`config.mk`:
```
export PLATFORM = sky130hd
export DESIGN_NAME = cu_config_csrs
export DESIGN_NICKNAME = d
export VERILOG_FILES = /design/src/cu_pkg.sv /design/src/cu_config_csrs.sv
export SDC_FILE = /design/constraint.sdc
export NUM_CORES = 1
export LEC_CHECK = 0
export BUFFER_PORTS_ARGS = -buffer_cell sky130_fd_sc_hd__buf_4
export CORE_ASPECT_RATIO = 1.5
export CORE_MARGIN = 2
export CORE_UTILIZATION = 36
export DETAILED_ROUTE_END_ITERATION = 10
export GPL_TIMING_DRIVEN = 0
export PLACE_DENSITY_LB_ADDON = 0.08
export SETUP_SLACK_MARGIN = 0.15
export SLEW_MARGIN = 20
export SYNTH_ARGS = -nofsm -noshare
export SYNTH_HDL_FRONTEND = slang
export SYNTH_SLANG_ARGS = --single-unit
```
`constraint.sdc`:
```
create_clock -name clk -period 8.91 [get_ports clk]
set_clock_uncertainty 0.2 [all_clocks]
set_input_delay 0.4455 -clock clk [delete_from_list [all_inputs] [get_ports clk]]
set_output_delay 0.4455 -clock clk [all_outputs]
set_load 0.02 [all_outputs]
```
`src/cu_pkg.sv`:
```
package cu_pkg;

    //////////////////////////////
    // bus and data widths
    //////////////////////////////

    localparam int csr_addr_w = 6;
    localparam int csr_data_w = 32;

    // one bus word
    typedef logic [csr_data_w-1:0] csr_data_t;
    // layer dimension, also used for loop indices
    typedef logic [15:0] dim_t;
    // element address into ifm, weight or ofm memory
    typedef logic [31:0] addr_t;
    // total step count of a layer
    typedef logic [31:0] count_t;

    //////////////////////////////
    // register offsets (bytes)
    //////////////////////////////

    localparam logic [csr_addr_w-1:0] off_in_height = 6'h00;
    localparam logic [csr_addr_w-1:0] off_in_width  = 6'h04;
    localparam logic [csr_addr_w-1:0] off_in_ch     = 6'h08;
    localparam logic [csr_addr_w-1:0] off_out_ch    = 6'h0C;
    localparam logic [csr_addr_w-1:0] off_cfg       = 6'h10;
    localparam logic [csr_addr_w-1:0] off_ifm_base  = 6'h14;
    localparam logic [csr_addr_w-1:0] off_wgt_base  = 6'h18;
    localparam logic [csr_addr_w-1:0] off_ofm_base  = 6'h1C;
    // bit 0 is start, self clearing
    localparam logic [csr_addr_w-1:0] off_ctrl      = 6'h20;
    // busy, done and error
    localparam logic [csr_addr_w-1:0] off_status    = 6'h24;

    // kernel/stride/type word, seen raw or split into fields
    typedef union packed {
        logic [15:0] raw;
        struct packed {
            logic [3:0] layer_type;
            logic [3:0] kernel_size;
            logic [3:0] stride;
            logic       relu_en;
            logic       pool_en;
            logic [1:0] rsvd;
        } f;
    } cfg_word_u;

    // status bit positions
    localparam int stat_busy_bit  = 0;
    localparam int stat_done_bit  = 1;
    localparam int stat_error_bit = 2;

    //////////////////////////////
    // sequencer FSM encoding
    //////////////////////////////

    localparam logic [1:0] st_idle  = 2'd0;
    localparam logic [1:0] st_setup = 2'd1;
    localparam logic [1:0] st_run   = 2'd2;
    localparam logic [1:0] st_drain = 2'd3;

endpackage

```
`src/cu_config_csrs.sv`:
```
`timescale 1ns/1ps

module cu_config_csrs (
    input  logic                          clk,
    input  logic                          rst,
    // chip-select bus
    input  logic                          cs,
    input  logic                          we,
    input  logic [cu_pkg::csr_addr_w-1:0] addr,
    input  cu_pkg::csr_data_t             wdata,
    output cu_pkg::csr_data_t             rdata,
    // status from the sequencer
    input  logic                          busy,
    input  logic                          done,
    input  logic                          error,
    // layer fields
    output cu_pkg::dim_t                  in_height,
    output cu_pkg::dim_t                  in_width,
    output cu_pkg::dim_t                  in_ch,
    output cu_pkg::dim_t                  out_ch,
    output logic [3:0]                    layer_type,
    output logic [3:0]                    kernel_size,
    output logic [3:0]                    stride,
    output logic                          relu_en,
    output logic                          pool_en,
    output cu_pkg::addr_t                 ifm_base,
    output cu_pkg::addr_t                 wgt_base,
    output cu_pkg::addr_t                 ofm_base,
    output logic                          start
);
    import cu_pkg::*;

    cfg_word_u cfg_q;
    logic      done_q;
    logic      error_q;
    logic      wr_en;
    csr_data_t status_word;

    assign wr_en = cs && we;

    // cfg word split through the union field view
    assign layer_type  = cfg_q.f.layer_type;
    assign kernel_size = cfg_q.f.kernel_size;
    assign stride      = cfg_q.f.stride;
    assign relu_en     = cfg_q.f.relu_en;
    assign pool_en     = cfg_q.f.pool_en;

    //////////////////////////////
    // write side
    //////////////////////////////

    always_ff @(posedge clk or posedge rst) begin
        if (rst) begin
            in_height <= '0;
            in_width  <= '0;
            in_ch     <= '0;
            out_ch    <= '0;
            cfg_q     <= '0;
            ifm_base  <= '0;
            wgt_base  <= '0;
            ofm_base  <= '0;
        end else if (wr_en) begin
            // unlisted offsets fall through, nothing stored
            case (addr)
                off_in_height: in_height <= wdata[15:0];
                off_in_width:  in_width  <= wdata[15:0];
                off_in_ch:     in_ch     <= wdata[15:0];
                off_out_ch:    out_ch    <= wdata[15:0];
                off_cfg:       cfg_q.raw <= wdata[15:0];
                off_ifm_base:  ifm_base  <= wdata;
                off_wgt_base:  wgt_base  <= wdata;
                off_ofm_base:  ofm_base  <= wdata;
                default: ;
            endcase
        end
    end

    // start pulse, one cycle, dropped while a layer runs
    always_ff @(posedge clk or posedge rst) begin
        if (rst) begin
            start <= 1'b0;
        end else begin
            start <= wr_en && (addr == off_ctrl) && wdata[0] && !busy && !start;
        end
    end

    // sticky done/error, a new start clears both
    always_ff @(posedge clk or posedge rst) begin
        if (rst) begin
            done_q  <= 1'b0;
            error_q <= 1'b0;
        end else begin
            if (done) begin
                done_q <= 1'b1;
            end else if (start) begin
                done_q <= 1'b0;
            end
            if (error) begin
                error_q <= 1'b1;
            end else if (start) begin
                error_q <= 1'b0;
            end
        end
    end

    //////////////////////////////
    // read side
    //////////////////////////////

    always_comb begin
        status_word                 = '0;
        status_word[stat_busy_bit]  = busy;
        status_word[stat_done_bit]  = done_q;
        status_word[stat_error_bit] = error_q;
    end

    always_comb begin
        rdata = '0;
        if (cs && !we) begin
            case (addr)
                off_in_height: rdata = {16'h0, in_height};
                off_in_width:  rdata = {16'h0, in_width};
                off_in_ch:     rdata = {16'h0, in_ch};
                off_out_ch:    rdata = {16'h0, out_ch};
                off_cfg:       rdata = {16'h0, cfg_q.raw};
                off_ifm_base:  rdata = ifm_base;
                off_wgt_base:  rdata = wgt_base;
                off_ofm_base:  rdata = ofm_base;
                // start bit never holds, ctrl reads zero
                off_ctrl:      rdata = '0;
                off_status:    rdata = status_word;
                default:       rdata = '0;
            endcase
        end
    end

endmodule

```
==> results of run 1 <==
sequential cells by signal (all words and copies together), names as in the netlist:
name       flops
in_ch         16
out_ch        16
wgt_base      32
cfg_q         16
ifm_base      32
in_width      16
ofm_base      32
start          1
in_height     16
error_q        1
done_q         1
routing by layer:
metal | up-vias | track usage (%) | routed length [microns]
met5 | - | 0 | 0
met2 | 235 | 38.7 | 13600
li1 | 2707 | - | -
met1 | 3082 | 25.7 | 10200
met3 | 48 | 5.93 | 1730
met4 | 0 | 9.09 | 832
placed cells by master, fill, tap and decap left out, drive strengths merged, types with 3 or more instances in the layout:
cell type	instances
a222oi	16
a22o	3
a22oi	29
a31oi	16
buf	291
clkbuf	32
clkinv	5
dfrtp	179
inv	3
mux2	179
mux2i	32
nand2	8
nor2	21
nor3	5
o22a	16
or3	4
power by group through the flow:
stage | combinational [mW] | clock [mW] | sequential (mW)
3_5_place_dp | 0.348 | 0 | 0.949
3_3_place_gp | 0.341 | 0 | 0.944
6_report | 0.344 | 0.744 | 0.935
4_1_cts | 0.349 | 0.765 | 0.934
5_1_grt | 0.366 | 0.798 | 0.943
2_1_floorplan | 0.110 | 0 | 1.01
final cells by class:
class / instances / area [sq um]
fill: 2028 / 11300
sequential: 179 / 4480
multi-input combinational: 346 / 3370
timing repair buffer: 253 / 1920
clock buffer: 23 / 478
tap: 276 / 345
buffer: 49 / 307
clock inverter: 9 / 104
inverter: 3 / 18.8
cell usage after synthesis, types with 8 or more instances:
library cell | number | share of area (%)
a22oi_1 | 29 | 2.7
buf_4 | 19 | 1.7
o22a_1 | 16 | 1.7
nor2_1 | 19 | 0.87
mux2i_1 | 32 | 3.9
a222oi_1 | 16 | 2.0
mux2_2 | 161 | 22
dfrtp_1 | 179 | 55
a31oi_1 | 16 | 1.2
mux2_4 | 10 | 1.8
clkbuf_1 | 8 | 0.37
mux2_1 | 8 | 1.1
buf_2 | 15 | 0.92
per-stage QoR:
step	instance area, sq um	hold WS [ns]
final	11000	0.0222
after detailed placement	10400	0.276
after global routing	11000	0.00794
after floorplan	8160	0.250
after global placement	10400	0.264
after CTS	11000	0.00279
final timing paths:
check	cells after the start	start	endpoint	slack [ns]
max in group asynchronous	4	rst	in_width[13]	7.17
worst min-delay path	2	error	error_q	0.02
worst min register to register	1	done_q	done_q	0.29
worst max register to register	1	ifm_base[28]	ifm_base[28]	7.88
min in group asynchronous	3	rst	in_ch[1]	0.43
worst max-delay path	8	addr[5]	rdata[19]	5.53
logic make-up after synthesis:
logic type / Yosys count
AO/OA/AOI/OAI: 83
buffers and inverters: 52
flip-flops: 179
multiplexers: 211
AND/OR/NAND/NOR: 52
==> reports/qor.csv, run 1 <==
metric;value;unit
die area;0.0239;sq mm
drt wl/cell;23.2;microns
total gr overflow;0;
crit-path max cell delay;0.65;ns
Starting Density;36.6;%
Pleak;5.58;nW
net count reported at finish;894;
Post-route DRC;0;
Site Rows;67;
Max Cap Viol;0;
CTS sink count;179;
Die X-Extent;127;microns
highest net fanout along the worst path;10;
I/O pin count;252;
dpl hpwl;19100;microns
mux contribution to synthesized area;29.1;%
Net Sw Power;0.548;mW
total power;2.02;mW
Die Ht;188;microns
antenna violations before repair;0;
Hold Path Class;primary input to flip-flop;
period utilisation layout;37.9;%
post-synthesis sequential area ratio;54.9;%
CP arrival;2.74;ns
minimum clock period;3.38;ns
hold_buf cts;2;
critical path, cell by cell;buf_4 > nor2b_1 > and2_1 > clkbuf_1 > buf_2 > a222oi_1 > nor2_1 > buf_4;
Cell Pwr Density;183;mW/mm^2
combinational family with the most area after synthesis;multiplexers;
final wirelength;26400;microns
Non-Filler Instances;1138;
global-route wire length before repair;39600;microns
final worst slack;5.53;ns
critical path type;primary input to primary output;
Ant. Diodes;0;
drt pass-1 iters;5;
H-tree Lvls;4;
final core occ;49.5;%
CTS Buf Count;17;
core area;0.0223;sq mm
Root Driver;clkbuf_16;
pre-CTS WS;5.49;ns
status;finished clean;
Comb power frac;17.0;%
xor and xnor area share after synthesis;0;%
Worst Max-Slew Pin Slew;1.07;ns
Worst setup SP type;primary input;
Worst Path Required;8.26;ns
Synth Area in Simple Gates;3.93;%
Post-synth EDFFs;0;
post_cts resized;0;
peak supply drop;120;uV
sequential power share;46.2;%
CTS tree;built;
Post-CTS Setup Inserts;0;
cell family with most CP delay;buffers and inverters;
Max Freq;296;MHz
clock-pin transition on the worst setup and hold timing paths;0.06;ns
Critical-path top delay cell;clkbuf_1;
Synth cell types;40;
Synth Flop Type;dfrtp_1;
Setup Viol. Count Final;0;
Final Hold Viols;0;
drt first-iter violations;203;
share of layout cells above drive strength 1;58.5;%
Adder-Cell Fraction of Synth Area;0;%
max_slew headroom;28.7;%
Final ANT Viol Nets;0;
Seq cells post-synth;179;
via count;6072;
switching part of the total power;27.1;%
largest net degree at the start of global routing;96;
clk_lat worst skew;0.43;ns
CP bufs+invs;4;
Max clock buf depth;2;
Compound-Gate Fraction of Synth Area;8.17;%
routability cong.;0.809;
Mapped Avg Cell Area;14.1;sq um
RSZ-0062 raised after global routing;false;
Synth Cell Area;0.00816;sq mm
area delta synth->final;35.2;%
Cells after Synth;577;
gr usage total;22.2;%
TNS Setup;0;ns
via density per instance;5.34;
Syn Nets;622;
port bufs;250;
Synth async-reset ratio;100;%
Clk pwr share;36.8;%
final slew viol count;0;
Yosys warnings;0;
CP endpoint kind;primary output;
internal power;1.47;mW
cell mode on critical path;buf_4;
Placed Cells;1104;
number of global-route vias before repair;6516;
(Power assumes the default switching activity.)
==> run 2, diff against run 1 <==
--- a/config.mk
+++ b/config.mk
@@ -5,6 +5,7 @@
 export SDC_FILE = /design/constraint.sdc
 export NUM_CORES = 1
 export LEC_CHECK = 0
+export ABC_AREA = 1
 export BUFFER_PORTS_ARGS = -buffer_cell sky130_fd_sc_hd__buf_4
 export CORE_ASPECT_RATIO = 1.5
 export CORE_MARGIN = 2
==> constraint.sdc (replaced) <==
create_clock -name clk -period 3.2 [get_ports clk]
set_clock_uncertainty 0.2 [all_clocks]
set_input_delay 0.16 -clock clk [delete_from_list [all_inputs] [get_ports clk]]
set_output_delay 0.16 -clock clk [all_outputs]
set_load 0.02 [all_outputs]
==> reports/qor.csv, run 2 <==
metric;value;unit;change
hold endpoint;out_ch[14];;
Worst setup SP type;primary input;;
peak supply drop;324;uV;+170%
Final Hold Viols;0;;unchanged
Placed Cells;1572;;+42%
antenna violations before repair;0;;unchanged
total gr overflow;0;;unchanged
Synth Cell Area;0.00825;sq mm;+1.1%
most common cell after layout, fill and taps aside;nand2_1;;
crit-path max cell delay;0.83;ns;+0.18 ns
port bufs;251;;+0.40%
highest net fanout along the worst path;10;;unchanged
Root Driver;clkbuf_16;;
Site Rows;67;;unchanged
Ant. Diodes;0;;unchanged
GR peak layer;met2;;
Critical-path top delay cell;nor2_1;;
Post-route DRC;0;;unchanged
status;finished clean;;
clock-pin transition on the worst setup and hold timing paths;0.07;ns;about the same
hold_buf cts;37;;+35
largest net degree at the start of global routing;34;;-65%
Seq cells post-synth;179;;unchanged
Non-Filler Instances;1641;;+44%
Syn Nets;1083;;+74%
Post-CTS Setup Inserts;0;;unchanged
top-count cell post-synth;nand2_1;;
dpl hpwl;23700;microns;+24%
Final ANT Viol Nets;0;;unchanged
Die Ht;189;microns;+0.55%
final wirelength;31400;microns;+19%
Cells after Synth;1038;;+80%
hold slack;0.0742;ns;+0.0520 ns
sequential cell area;0.00448;sq mm;unchanged
Pleak;6.23;nW;+12%
Hold Path Class;primary input to flip-flop;;
critical path type;primary input to primary output;;
R2R cell count;2;;+1
period utilisation layout;82.2;%;
drt wl/cell;19.1;microns;-18%
largest area contributor in the netlist;dfrtp_1;;
Yosys warnings;0;;unchanged
Setup Viol. Count Final;0;;unchanged
clk_lat worst skew;0.43;ns;about the same
net count reported at finish;1397;;+56%
minimum clock period;2.63;ns;
share of layout cells above drive strength 1;25.9;%;-33 points
hold depth;5;;+3
post_cts resized;0;;unchanged
launch point of the worst reg-to-reg path;start;;
Yosys top cell area share;54.3;%;-0.62 points
Fillers;2266;;+12%
RSZ-0062 raised after global routing;false;;
area of the multi-input gates;0.00317;sq mm;-6.1%
Max clock buf depth;2;;unchanged
I/O pin count;252;;unchanged
max_slew headroom;25.6;%;-3.1 points
GRT met1 Usage;32.8;%;+7.0 points
Worst R2R End;start;;
drt pass-1 iters;5;;unchanged
gr usage total;26.0;%;+3.8 points
routability cong.;0.888;;+9.7%
FF-to-FF setup slack;1.74;ns;-6.14 ns
CP endpoint kind;primary output;;
core area;0.0225;sq mm;+0.75%
number of global-route vias before repair;7904;;+21%
Post-synth EDFFs;0;;unchanged
met2 Use GR;45.7;%;+7.0 points
Synth async-reset ratio;100;%;unchanged
Max Cap Viol;0;;unchanged
Synth Flop Type;dfrtp_1;;
Worst Max-Slew Pin Slew;1.11;ns;+0.0427 ns
Cell Pwr Density;494;mW/mm^2;+170%
Worst Path Required;2.84;ns;-5.42 ns
area delta synth->final;40.7;%;
Die X-Extent;128;microns;+0.55%
Mapped Avg Cell Area;7.95;sq um;-44%
critical path, cell by cell;buf_4 > nor2_1 > inv_1 > clkbuf_1 > a21oi_1 > buf_4;;
via count;8165;;+34%
via density per instance;4.98;;-6.7%
global-route wire length before repair;47200;microns;+19%
H-tree Lvls;4;;unchanged
CTS sink count;179;;unchanged
post-synthesis sequential area ratio;54.3;%;-0.62 points
cell mode on critical path;buf_4;;
drt first-iter violations;396;;+95%
Worst Min Path Start;addr[5];;
Post-synth top cells;nand2_1 (409), dfrtp_1 (179), o21ai_0 (143);;
most frequent cells in the layout;nand2_1 (409), buf_4 (269), dfrtp_1 (179), o21ai_0 (143), inv_1 (66);;
Synth cell types;21;;-48%
CTS tree;built;;
Max Freq;380;MHz;
die area;0.0242;sq mm;+1.1%
top flop regs;ifm_base (32), ofm_base (32), wgt_base (32);;
final slew viol count;0;;unchanged
CTS Buf Count;17;;unchanged
top post-synthesis cells by area;dfrtp_1 (54%), nand2_1 (19%), o21ai_0 (8.7%);;
Starting Density;36.7;%;+0.14 points
CP arrival;2.27;ns;-0.47 ns
met3 GRT Util;3.70;%;-2.2 points
run 2: routing by layer:
layer | up-vias | routed length, microns
met5 | - | 0
met4 | 0 | 765
met3 | 40 | 1480
met2 | 297 | 15900
met1 | 3907 | 13200
li1 | 3921 | -
run 2: cells by family (layout without fill, tap and decap cells):
| group | Yosys count | in the layout | synth area share, % |
|---|---|---|---|
| AO/OA/AOI/OAI | 197 | 197 | 12.0 |
| buffers and inverters | 135 | 462 | 7.34 |
| flip-flops | 179 | 179 | 54.3 |
| AND/OR/NAND/NOR | 527 | 527 | 26.4 |
run 2: how the worst max path moves through the flow:
stage	startpoint	endpoint	slack, ns	cells past startpoint
6_report	we	rdata[14]	0.57	6
4_1_cts	we	rdata[14]	0.51	6
2_1_floorplan	rst	cfg_q[0]	0.55	1
5_1_grt	we	rdata[14]	0.50	6
3_5_place_dp	we	rdata[14]	0.52	6
3_3_place_gp	rst	in_width[13]	-0.75	2
run 2: area by class of cell:
type	count	share of cell area [%]
plain buffers	65	2.95
clock buffers	21	4.05
clock inverters	11	1.08
inverters	70	2.30
multi-input cells	724	27.3
flip-flops and latches	179	38.6
well taps	276	2.97
repair buffers	295	20.8
run 2: where the power goes:
group | switching (mW) | internal [mW]
Combinational | 0.564 | 0.409
Clock | 0.930 | 1.22
Sequential | 0.168 | 2.44
run 2: through the flow:
step / total power, mW / setup slack (ns) / TNS [ns] / cell area [sq um] / util, %
2_1_floorplan: 3.09 / 0.545 / 0 / 8250 / -
3_3_place_gp: 3.56 / -0.753 / -131.75 / 10500 / 46.7
3_5_place_dp: 3.60 / 0.516 / 0 / 10600 / 47.4
4_1_cts: 5.78 / 0.510 / 0 / 11600 / 51.7
5_1_grt: 5.96 / 0.499 / 0 / 11600 / 51.7
6_report: 5.73 / 0.569 / 0 / 11600 / 51.7
run 2: critical path: cells and delay by family:
kind,cells,cell delay (ns)
compound gates,1,0.33
buf+inv,4,0.93
simple gates,1,0.83
